--- config.mk ---
export PLATFORM = sky130hd
export DESIGN_NAME = uart_alu_top
export DESIGN_NICKNAME = d
export VERILOG_FILES = /design/src/logic/alu_pkg.sv /design/src/logic/uart_pkg.sv /design/src/logic/alu.sv /design/src/logic/baud_tick_gen.sv /design/src/logic/interface_circuit.sv /design/src/logic/uart_alu_top.sv /design/src/logic/uart_rx.sv /design/src/logic/uart_tx.sv
export VERILOG_INCLUDE_DIRS = /design/src /design/src/include
export SDC_FILE = /design/constraint.sdc
export NUM_CORES = 1
export LEC_CHECK = 0
export ABC_AREA = 1
export ABC_CLOCK_PERIOD_IN_PS = 2300
export BUFFER_PORTS_ARGS = -buffer_cell sky130_fd_sc_hd__buf_4
export CORE_MARGIN = 2
export CORE_UTILIZATION = 58
export DETAILED_ROUTE_END_ITERATION = 7
export GPL_TIMING_DRIVEN = 0
export PLACE_DENSITY = 0.84
export SYNTH_ARGS = -nofsm -noshare
export SYNTH_HDL_FRONTEND = slang
export SYNTH_SLANG_ARGS = --single-unit
--- constraint.sdc ---
create_clock -name i_clock -period 2.3 [get_ports i_clock]
set_clock_uncertainty 0.1 [all_clocks]
set_input_delay 0.46 -clock i_clock [delete_from_list [all_inputs] [get_ports i_clock]]
set_output_delay 0.46 -clock i_clock [all_outputs]
set_load 0.02 [all_outputs]
--- src/include/uart_alu_defines.svh ---
`ifndef UART_ALU_DEFINES_SVH
`define UART_ALU_DEFINES_SVH

////////////////////////////////////////////////////////////////////////////
// Data path sizes.
////////////////////////////////////////////////////////////////////////////

// Operands, result and serial word.
`define DATA_WIDTH      8

`define OPCODE_WIDTH    8       // Opcode byte.

////////////////////////////////////////////////////////////////////////////
// Serial timing.
////////////////////////////////////////////////////////////////////////////

// Clocks per oversampling tick, kept small for simulation.
`define BAUD_DIVISOR    4

`define OVERSAMPLE      16      // Ticks per bit.

`endif

--- src/logic/alu_pkg.sv ---
`include "uart_alu_defines.svh"

package alu_pkg;

    ////////////////////////////////////////////////////////////////////////
    // ALU data types.
    ////////////////////////////////////////////////////////////////////////

    typedef logic [`DATA_WIDTH-1:0]   operand_t;    // One ALU input.
    typedef logic [`DATA_WIDTH-1:0]   result_t;
    typedef logic [`OPCODE_WIDTH-1:0] opcode_t;     // Raw byte from the host.

    // Opcodes as sent on the serial line.
    typedef enum opcode_t {
        ADD = 8'h20,
        SUB = 8'h22,
        AND = 8'h24,
        OR  = 8'h25,
        XOR = 8'h26,
        NOR = 8'h27,
        SRL = 8'h02,    // Logical shift right.
        SRA = 8'h03     // Arithmetic shift right.
    } alu_op_e;

endpackage

--- src/logic/uart_pkg.sv ---
`include "uart_alu_defines.svh"

package uart_pkg;

    typedef logic [`DATA_WIDTH-1:0]            uart_word_t;   // One data byte.

    // Counter widths for the serial timing.
    typedef logic [$clog2(`BAUD_DIVISOR)-1:0] baud_count_t;
    typedef logic [$clog2(`OVERSAMPLE)-1:0]   tick_count_t;
    typedef logic [$clog2(`DATA_WIDTH)-1:0]   bit_count_t;

    ////////////////////////////////////////////////////////////////////////
    // State machines.
    ////////////////////////////////////////////////////////////////////////

    typedef enum logic [1:0] {RX_IDLE, RX_START, RX_DATA, RX_STOP} rx_state_e;

    typedef enum logic [1:0] {TX_IDLE, TX_START, TX_DATA, TX_STOP} tx_state_e;

    // Command sequence: A, opcode, B, then the reply.
    typedef enum logic [2:0] {
        WAIT_A,
        WAIT_OP,
        WAIT_B,
        SEND,
        WAIT_TX
    } intf_state_e;

endpackage

--- src/logic/alu.sv ---
module alu (
    input  alu_pkg::operand_t i_operand_a,
    input  alu_pkg::operand_t i_operand_b,
    input  alu_pkg::opcode_t  i_opcode,
    output alu_pkg::result_t  o_result
);

    import alu_pkg::*;

    ////////////////////////////////////////////////////////////////////////
    // Opcode decode.
    ////////////////////////////////////////////////////////////////////////

    always_comb begin
        case (alu_op_e'(i_opcode))
            ADD: begin
                o_result = i_operand_a + i_operand_b;     // Wraps at 8 bits.
            end
            SUB: begin
                o_result = i_operand_a - i_operand_b;
            end
            AND: begin
                o_result = i_operand_a & i_operand_b;
            end
            OR: begin
                o_result = i_operand_a | i_operand_b;
            end
            XOR: begin
                o_result = i_operand_a ^ i_operand_b;
            end
            NOR: begin
                o_result = ~(i_operand_a | i_operand_b);
            end
            SRL: begin
                o_result = i_operand_a >> i_operand_b;
            end
            // Sign bit copied in from the left.
            SRA: begin
                o_result = result_t'($signed(i_operand_a) >>> i_operand_b);
            end
            default: begin
                o_result = '0;                            // Unknown opcode.
            end
        endcase
    end

endmodule

--- src/logic/baud_tick_gen.sv ---
`include "uart_alu_defines.svh"

module baud_tick_gen (
    input  logic i_clock,
    input  logic i_reset,
    output logic o_tick
);

    import uart_pkg::*;

    baud_count_t count;
    logic        wrap;

    assign wrap = (count == baud_count_t'(`BAUD_DIVISOR - 1));

    // Free running, shared by receiver and transmitter.
    always_ff @(posedge i_clock) begin
        if (!i_reset) begin
            count  <= '0;
            o_tick <= 1'b0;
        end else begin
            o_tick <= wrap;                 // One clock wide.
            if (wrap) begin
                count <= '0;
            end else begin
                count <= count + 1'b1;
            end
        end
    end

endmodule

--- src/logic/interface_circuit.sv ---
module interface_circuit (
    input  logic                 i_clock,
    input  logic                 i_reset,
    input  logic                 i_rx_done,
    input  uart_pkg::uart_word_t i_rx_data,
    input  alu_pkg::result_t     i_result,
    input  logic                 i_tx_done,
    output alu_pkg::operand_t    o_operand_a,
    output alu_pkg::operand_t    o_operand_b,
    output alu_pkg::opcode_t     o_opcode,
    output logic                 o_tx_start,
    output uart_pkg::uart_word_t o_tx_data
);

    import uart_pkg::*;

    intf_state_e state;

    ////////////////////////////////////////////////////////////////////////
    // Command sequencer and ALU registers.
    ////////////////////////////////////////////////////////////////////////

    always_ff @(posedge i_clock) begin
        if (!i_reset) begin
            state       <= WAIT_A;
            o_operand_a <= '0;
            o_operand_b <= '0;
            o_opcode    <= '0;
            o_tx_start  <= 1'b0;
            o_tx_data   <= '0;
        end else begin
            o_tx_start <= 1'b0;
            case (state)
                WAIT_A: begin
                    if (i_rx_done) begin
                        o_operand_a <= i_rx_data;
                        state       <= WAIT_OP;
                    end
                end
                WAIT_OP: begin
                    if (i_rx_done) begin
                        o_opcode <= i_rx_data;
                        state    <= WAIT_B;
                    end
                end
                WAIT_B: begin
                    if (i_rx_done) begin
                        o_operand_b <= i_rx_data;
                        state       <= SEND;
                    end
                end
                // ALU output already reflects the new B here.
                SEND: begin
                    o_tx_start <= 1'b1;
                    o_tx_data  <= i_result;
                    state      <= WAIT_TX;
                end
                WAIT_TX: begin
                    if (i_tx_done) begin                // Bytes seen meanwhile are lost.
                        state <= WAIT_A;
                    end
                end
                default: state <= WAIT_A;
            endcase
        end
    end

endmodule

--- src/logic/uart_alu_top.sv ---
module uart_alu_top (
    input  logic i_clock,
    input  logic i_reset,
    input  logic i_rx,
    output logic o_tx
);

    import uart_pkg::*;
    import alu_pkg::*;

    logic       tick;
    uart_word_t rx_data;
    logic       rx_done;
    operand_t   operand_a;
    operand_t   operand_b;
    opcode_t    opcode;
    result_t    result;
    logic       tx_start;
    uart_word_t tx_data;
    logic       tx_done;

    baud_tick_gen i_baud_tick_gen (
        .i_clock (i_clock),
        .i_reset (i_reset),
        .o_tick  (tick)
    );

    uart_rx i_uart_rx (
        .i_clock   (i_clock),
        .i_reset   (i_reset),
        .i_tick    (tick),
        .i_rx      (i_rx),
        .o_rx_data (rx_data),
        .o_rx_done (rx_done)
    );

    // Register block that steers the ALU.
    interface_circuit i_interface_circuit (
        .i_clock     (i_clock),
        .i_reset     (i_reset),
        .i_rx_done   (rx_done),
        .i_rx_data   (rx_data),
        .i_result    (result),
        .i_tx_done   (tx_done),
        .o_operand_a (operand_a),
        .o_operand_b (operand_b),
        .o_opcode    (opcode),
        .o_tx_start  (tx_start),
        .o_tx_data   (tx_data)
    );

    alu i_alu (
        .i_operand_a (operand_a),
        .i_operand_b (operand_b),
        .i_opcode    (opcode),
        .o_result    (result)
    );

    uart_tx i_uart_tx (
        .i_clock    (i_clock),
        .i_reset    (i_reset),
        .i_tick     (tick),
        .i_tx_start (tx_start),
        .i_tx_data  (tx_data),
        .o_tx       (o_tx),
        .o_tx_done  (tx_done)
    );

endmodule

--- src/logic/uart_rx.sv ---
`include "uart_alu_defines.svh"

module uart_rx (
    input  logic                 i_clock,
    input  logic                 i_reset,
    input  logic                 i_tick,
    input  logic                 i_rx,
    output uart_pkg::uart_word_t o_rx_data,
    output logic                 o_rx_done
);

    import uart_pkg::*;

    logic        rx_meta;
    logic        rx_sync;
    rx_state_e   state;
    tick_count_t tick_count;
    bit_count_t  bit_count;
    uart_word_t  shift_reg;
    logic        half_bit;
    logic        full_bit;
    logic        sample_data;

    // Two flops against metastability. Line idles high.
    always_ff @(posedge i_clock) begin
        if (!i_reset) begin
            rx_meta <= 1'b1;
            rx_sync <= 1'b1;
        end else begin
            rx_meta <= i_rx;
            rx_sync <= rx_meta;
        end
    end

    assign half_bit    = i_tick && (tick_count == tick_count_t'(`OVERSAMPLE / 2 - 1));
    assign full_bit    = i_tick && (tick_count == tick_count_t'(`OVERSAMPLE - 1));
    assign sample_data = (state == RX_DATA) && full_bit;

    ////////////////////////////////////////////////////////////////////////
    // Frame FSM.
    ////////////////////////////////////////////////////////////////////////

    always_ff @(posedge i_clock) begin
        if (!i_reset) begin
            state      <= RX_IDLE;
            tick_count <= '0;
            bit_count  <= '0;
            o_rx_done  <= 1'b0;
        end else begin
            o_rx_done <= 1'b0;
            if (i_tick) begin
                tick_count <= tick_count + 1'b1;
            end
            case (state)
                RX_IDLE: begin
                    tick_count <= '0;
                    if (!rx_sync) begin
                        state <= RX_START;
                    end
                end
                RX_START: begin
                    if (half_bit) begin           // Middle of the start bit.
                        tick_count <= '0;
                        bit_count  <= '0;
                        state      <= rx_sync ? RX_IDLE : RX_DATA;
                    end
                end
                RX_DATA: begin
                    if (full_bit) begin
                        if (bit_count == bit_count_t'(`DATA_WIDTH - 1)) begin
                            state <= RX_STOP;
                        end else begin
                            bit_count <= bit_count + 1'b1;
                        end
                    end
                end
                RX_STOP: begin
                    if (full_bit) begin
                        o_rx_done <= rx_sync;     // Low stop bit drops the frame.
                        state     <= RX_IDLE;
                    end
                end
                default: state <= RX_IDLE;
            endcase
        end
    end

    // LSB arrives first.
    always_ff @(posedge i_clock) begin
        if (sample_data) begin
            shift_reg <= {rx_sync, shift_reg[`DATA_WIDTH-1:1]};
        end
    end

    assign o_rx_data = shift_reg;

endmodule

--- src/logic/uart_tx.sv ---
`include "uart_alu_defines.svh"

module uart_tx (
    input  logic                 i_clock,
    input  logic                 i_reset,
    input  logic                 i_tick,
    input  logic                 i_tx_start,
    input  uart_pkg::uart_word_t i_tx_data,
    output logic                 o_tx,
    output logic                 o_tx_done
);

    import uart_pkg::*;

    tx_state_e   state;
    tick_count_t tick_count;
    bit_count_t  bit_count;
    uart_word_t  shift_reg;
    logic        bit_end;
    logic        last_bit;

    assign bit_end  = i_tick && (tick_count == tick_count_t'(`OVERSAMPLE - 1));
    assign last_bit = (bit_count == bit_count_t'(`DATA_WIDTH - 1));

    always_ff @(posedge i_clock) begin
        if (!i_reset) begin
            state      <= TX_IDLE;
            tick_count <= '0;
            bit_count  <= '0;
            o_tx       <= 1'b1;
            o_tx_done  <= 1'b0;
        end else begin
            o_tx_done <= 1'b0;
            if (i_tick) begin
                tick_count <= tick_count + 1'b1;
            end
            case (state)
                TX_IDLE: begin
                    tick_count <= '0;
                    bit_count  <= '0;
                    if (i_tx_start) begin
                        o_tx  <= 1'b0;            // Start bit.
                        state <= TX_START;
                    end
                end
                TX_START: begin
                    if (bit_end) begin
                        o_tx  <= shift_reg[0];
                        state <= TX_DATA;
                    end
                end
                TX_DATA: begin
                    if (bit_end) begin
                        if (last_bit) begin
                            o_tx  <= 1'b1;        // Stop bit.
                            state <= TX_STOP;
                        end else begin
                            o_tx      <= shift_reg[1];
                            bit_count <= bit_count + 1'b1;
                        end
                    end
                end
                TX_STOP: begin
                    if (bit_end) begin
                        o_tx_done <= 1'b1;
                        state     <= TX_IDLE;
                    end
                end
                default: state <= TX_IDLE;
            endcase
        end
    end

    // Byte latched on start, then moved down one bit per data bit.
    always_ff @(posedge i_clock) begin
        if (state == TX_IDLE && i_tx_start) begin
            shift_reg <= i_tx_data;
        end else if (state == TX_DATA && bit_end) begin
            shift_reg <= shift_reg >> 1;
        end
    end

endmodule

Yosys cells after proc, flatten, opt, wreduce, memory -nomap -nowiden

Cells that the tools add are included.

Add/sub/neg operators: 7
Eq/ne operators: 40
Shift operators: 2
Multiplexer cells: 38
Bitwise operators: 5
Reduce and logical (&&, ||, !) cells: 26

Operators by type and width:

| operator              | number |
|---|---|
| $pmux W8 S8           | 1 |
| $eq A8 B6 Y1 const B  | 6 |
| $mux W3               | 9 |
| $mux W2               | 11 |
| $eq A8 B2 Y1 const B  | 2 |
| $mux W8               | 2 |
| $ne A2 B1 Y1 const B  | 8 |
| $ne A2 B2 Y1 const B  | 8 |
| $pmux W2 S4           | 2 |
| $pmux W3 S5           | 1 |
| $pmux W3 S2           | 2 |
| $reduce_and A4 Y1     | 3 |
| $eq A2 B2 Y1 const B  | 5 |
| $reduce_and A5 Y1     | 2 |
| $eq A3 B3 Y1 const B  | 3 |
| $add A4 B1 Y4 const B | 2 |
| $add A8 B8 Y8         | 1 |
| $and A8 B8 Y8         | 1 |
| $eq A4 B4 Y1 const B  | 2 |
| $mux W4               | 2 |
| $not A8 Y8            | 1 |
| $or A8 B8 Y8          | 1 |
| $pmux W4 S2           | 1 |
| $reduce_and A2 Y1     | 4 |
| 20 further kinds      | 38 |

Register bits after elaboration: 78
Input port bits: 3
Output and inout bits: 1
Word-level logic and storage cells: 139

Logic depth before layout (Yosys ltp)

Depth after elaboration: 5
Depth in mapped cells: 19

By module

From an unflattened synthesis, not the netlist that was laid out.

Cell total of the unflattened synthesis: 738
Area total of the unflattened synthesis: 5106.1 um^2

Modules (own cells, without submodules):

| module            | times used | cells each | area an instance (um^2) |
|---|---|---|---|
| alu               | 1          | 341        | 1789.2 |
| interface_circuit | 1          | 168        | 1322.5 |
| uart_tx           | 1          | 118        | 1017.2 |
| uart_rx           | 1          | 100        | 878.3 |
| baud_tick_gen     | 1          | 11         | 98.8 |

Worst setup path after synthesis

Ideal clock, no wire load.

Path type: register to register
Start: register i_interface_circuit.o_operand_b[1]
End: register i_interface_circuit.o_tx_data[7]
Setup time: 0.133 ns
Data arrival time: 2.202 ns
Required time: 2.067 ns
Slack: -0.136 ns
Stages on the path, launching flop included: 18
Clock period less this slack: 2.436 ns
Path through: dfxtp_1 -> inv_1 -> buf_2 -> ha_1 -> inv_1 -> o21ai_0 -> nand2_1 -> xor2_1 -> ha_1 -> a21oi_1 -> o21ai_0 -> nand2b_1 -> inv_1 -> nand2_1 -> nand3_1 -> nand2_1 -> nand2_1 -> a21oi_2

Cells in the longest elaborated chain, start to end: 2
Elaborated cells on any way between the ends: 5
Classes of those cells: add/sub (2); shift (2); mux (1)

RTL lines:

| element                               | RTL line                | RTL |
|---|---|---|
| from (decl)                           | interface_circuit.sv:9  | `output alu_pkg::operand_t o_operand_b,` |
| from (signal assigned)                | interface_circuit.sv:48 | `o_operand_b <= i_rx_data;` |
| $sub A8 B8 Y8 (tied with other cells) | alu.sv:20               | `o_result = i_operand_a - i_operand_b;` |
| $pmux W8 S8 *                         | alu.sv:15               | `case (alu_op_e'(i_opcode))` |
| to (signal assigned)                  | interface_circuit.sv:55 | `o_tx_data <= i_result;` |
| to (decl)                             | interface_circuit.sv:12 | `output uart_pkg::uart_word_t o_tx_data` |

Every way passes the cells marked *; elsewhere a longest branch is shown, timed or not.
A chain may end at the register's enable or synchronous reset.

Final worst setup path

Start: register i_interface_circuit.o_opcode[1]
End: register i_interface_circuit.o_tx_data[5]

Cells in the longest elaborated chain, start to end: 2
Elaborated cells on any way between the ends: 9
Classes of those cells: eq/ne (8); mux (1)

RTL lines:

| element                                             | RTL line                | RTL |
|---|---|---|
| from (decl)                                         | interface_circuit.sv:10 | `output alu_pkg::opcode_t o_opcode,` |
| from (signal assigned)                              | interface_circuit.sv:42 | `o_opcode <= i_rx_data;` |
| $eq A8 B2 Y1 / $eq A8 B6 Y1 (equally long branches) | alu.sv:15               |  |
| $pmux W8 S8 *                                       | alu.sv:15               |  |

Marks and branches as above.

==> impl_metrics.env <==
export IMPL_grt_pass1_wl_um=19500
export IMPL_portBuffers=3
export IMPL_place_congestion=0.945
export IMPL_vias_per_cell=5.78
export IMPL_maxCapViolCount=0
export IMPL_critical_path_class="register to register"
export IMPL_grt_busiest_layer="met2"
export IMPL_worstHoldPathCells=2
export IMPL_synth_ff_type="dfxtp_1"
export IMPL_die_h_um=94.7
export IMPL_grt_use_met2=0.469
export IMPL_syn_inst=646
export IMPL_synth_net_count=685
export IMPL_async_flop_share=0
export IMPL_clock_latency_ns=0.36
export IMPL_reg2reg_depth=15
export IMPL_cp_buffers_inverters=0
export IMPL_total_power_mw=2.85
export IMPL_clock_sinks=78
export IMPL_min_to="i_uart_rx.rx_meta$_SDFF_PN1_"
export IMPL_setup_ws_ns=-0.200
export IMPL_pin_count=4
export IMPL_yosys_area_share_xor_xnor=0.0165
export IMPL_r2r_end="i_interface_circuit.o_tx_data[5]$_SDFFE_PN0P_"
export IMPL_grt_max_degree=15
export IMPL_hold_violations=0
export IMPL_grt_remaining_overflow=0
export IMPL_synth_edf_count=16
export IMPL_violations="negative setup slack"
export IMPL_worst_slew_pin_slew_ns=0.713
export IMPL_fin_crit_ns=2.50
export IMPL_rsz0062_at_grt="true"
export IMPL_nFillCells=652
export IMPL_p_leak_nw=2.39
export IMPL_synthAdderAreaFrac=0.0959
export IMPL_slowest_stage="dfxtp_1"
export IMPL_synth_compound_area_frac=0.134
export IMPL_start_util=0.590
export IMPL_diodes=0
export IMPL_cts_tree="yes"
export IMPL_hold_class="primary input to register"
export IMPL_synth_commonest_cells="nand2_1 (141), inv_1 (65), nand3_1 (65), dfxtp_1 (62), a21oi_1 (52)"
export IMPL_power_density_nw_per_um2=505
export IMPL_relSlewSlack=0.521
export IMPL_crit_fanout=6
export IMPL_core_area_um2=8090
export IMPL_drv_slew=0
export IMPL_setup_violations=7
export IMPL_rows=33
export IMPL_root_buffer="clkbuf_8"
export IMPL_endpoint_kind="register"
export IMPL_max_vdd_ir_drop_uv=654
export IMPL_hold_start="i_rx"
export IMPL_synth_largest_area_cell="dfxtp_1"
export IMPL_rrSetupSlack_ns=-0.20
export IMPL_grt_use_total=0.282
export IMPL_yosysWarnings=0
export IMPL_synth_mux_area_frac=0.0165
export IMPL_detail_route_antenna_nets=0
export IMPL_crit_chain="nand3_4, nand2_4, xor2_4, ha_4, a21oi_4, nand2_2, nand2_2, nand2_1, nand2_1, nand2_1, nor2_2, nor2_2, nand2_1, nand2_1, a21oi_2"
export IMPL_start_kind="register"
export IMPL_timing_final_crit_share=1.09
export IMPL_antenna_found_initial=0
export IMPL_synth_top_family_by_area="simple AND/OR/NAND/NOR gates"
export IMPL_area_delta_synth_final_pct=18.2
export IMPL_required_ns=2.50
export IMPL_syn_cell_area_um2=4770
export IMPL_dp_hpwl_um=8610
export IMPL_seq_area_frac_synth=0.361
export IMPL_drc=0
export IMPL_dieArea_um2=8970
export IMPL_htree_num_levels=3
export IMPL_grt_use_met1=0.339
export IMPL_synth_top_area_share=0.260
export IMPL_clk_path_buf_depth=2
export IMPL_path_clk_slew_ns=0.09
export IMPL_fp_dieW_um=94.7
export IMPL_synthSimpleGateAreaFrac=0.301
export IMPL_nets=719
export IMPL_postSynthRegisterBits=78
export IMPL_use_met3=0.0559
export IMPL_tns_ns=-1.01
export IMPL_r2r_start="i_interface_circuit.o_opcode[1]$_SDFFE_PN0P_"
export IMPL_post_synth_cell_area_avg_um2=7.39
export IMPL_drt_iter0_drc=317
export IMPL_ys_top_cells_by_area="dfxtp_1 (26%), nand2_1 (11%), edfxtp_1 (10%)"
export IMPL_drive_gt1_frac=0.235
export IMPL_dr_pass1_iters=5
export IMPL_cts_buffers=9
export IMPL_synth_most_common_cell="nand2_1"
export IMPL_critPathTopFamily="simple AND/OR/NAND/NOR gates"
export IMPL_vias=4566
export IMPL_routedWlPerCell_um=16.0
export IMPL_path_common_cell="nand2_1"
export IMPL_slowest_delay_ns=0.57
export IMPL_status="finished, violations left"
export IMPL_crit_arrival_ns=2.70
export IMPL_timing_fmax_ghz=0.400
export IMPL_yosysUniqueCellTypes=45
export IMPL_grt_pass1_vias=4263
export IMPL_postRouteWirelength_um=12600
## power breakdown
| group | leakage (nW) | switching (mW) | internal [mW] |
|---|---|---|---|
| Combinational | 1.62 | 0.146 | 0.0762 |
| Sequential | 0.649 | 0.0191 | 1.41 |
| Clock | 0.119 | 0.518 | 0.678 |
## logic make-up after synthesis
family / count (synthesis)
flops: 78
buf+inv: 89
xor+xnor: 9
mux: 7
compound gates: 116
simple gates: 311
fa+ha+maj: 36
## cell type report
type | count | area, um2 | area share
Buffer | 14 | 80.1 | 0.0142
Clock buffer | 11 | 153 | 0.0271
Clock inverter | 5 | 80.1 | 0.0142
Inverter | 74 | 285 | 0.0506
Multi-Input combinational cell | 479 | 2980 | 0.527
Sequential cell | 78 | 1740 | 0.308
Tap cell | 105 | 131 | 0.0233
Timing Repair Buffer | 24 | 199 | 0.0353
## per-stage QoR
step           std cells  utilization  hold WS, ns  setup WS (ns)  instance area, um2
2_1_floorplan        646            -        0.293        -0.0156                4790
3_3_place_gp         754        0.611        0.295         -0.414                4950
3_5_place_dp         754        0.611        0.300         -0.477                4950
4_1_cts              788        0.671        0.187         -0.153                5430
5_1_grt              790        0.697        0.193         -0.318                5640
6_report             790        0.697        0.196         -0.200                5640
## what timing repair did
| item | in CTS | in global routing |
|---|---|---|
| pin swaps | 20 | 36 |
| hold buffers | 0 | 0 |
| resized for setup | 44 | 48 |
| buffers inserted | 18 | 3 |
| endpoints found under the setup margin | 15 | 10 |
## per-layer routing
| layer | share of wire | up-vias |
|---|---|---|
| li1 | - | 2220 |
| met1 | 0.41 | 2118 |
| met2 | 0.48 | 183 |
| met3 | 0.061 | 45 |
| met4 | 0.048 | 0 |
| met5 | 0 | - |
## placed cells by master (no fill, tap or decap), drive strengths merged
cell type	synthesis	final
fa	1	1
nor3b	4	4
nand3	67	67
inv	72	72
o31ai	1	1
nand3b	4	4
bufinv	0	2
xnor2	2	2
nor2	62	62
o21ai	49	49
nand4	11	11
nand2	149	149
nor3	6	6
nand2b	1	1
clkinv	2	4
ha	35	35
clkbuf	9	20
a21boi	1	1
o22a	1	1
clkinvlp	0	1
o211ai	1	1
buf	6	29
edfxtp	16	16
or2	5	5
a22oi	2	2
nor4	1	1
a21oi	58	58
dfxtp	62	62
o311ai	1	1
xor2	7	7
a211oi	2	2
and2	1	1
mux2	7	7
## worst max path at each step
stage	start	slack (ns)	cells after the start	end
floorplan	i_interface_circuit.o_opcode[6]$_SDFFE_PN0P_	-0.02	17	i_interface_circuit.o_tx_data[7]$_SDFFE_PN0P_
global placement	i_interface_circuit.o_opcode[6]$_SDFFE_PN0P_	-0.41	17	i_interface_circuit.o_tx_data[7]$_SDFFE_PN0P_
detailed placement	i_interface_circuit.o_opcode[6]$_SDFFE_PN0P_	-0.48	17	i_interface_circuit.o_tx_data[7]$_SDFFE_PN0P_
CTS	i_interface_circuit.o_operand_b[0]$_SDFFE_PN0P_	-0.15	14	i_interface_circuit.o_tx_data[6]$_SDFFE_PN0P_
global route	i_interface_circuit.o_opcode[4]$_SDFFE_PN0P_	-0.32	18	i_interface_circuit.o_tx_data[5]$_SDFFE_PN0P_
finish	i_interface_circuit.o_opcode[1]$_SDFFE_PN0P_	-0.20	15	i_interface_circuit.o_tx_data[5]$_SDFFE_PN0P_
Note: power is estimated with default switching activity, not from simulation.
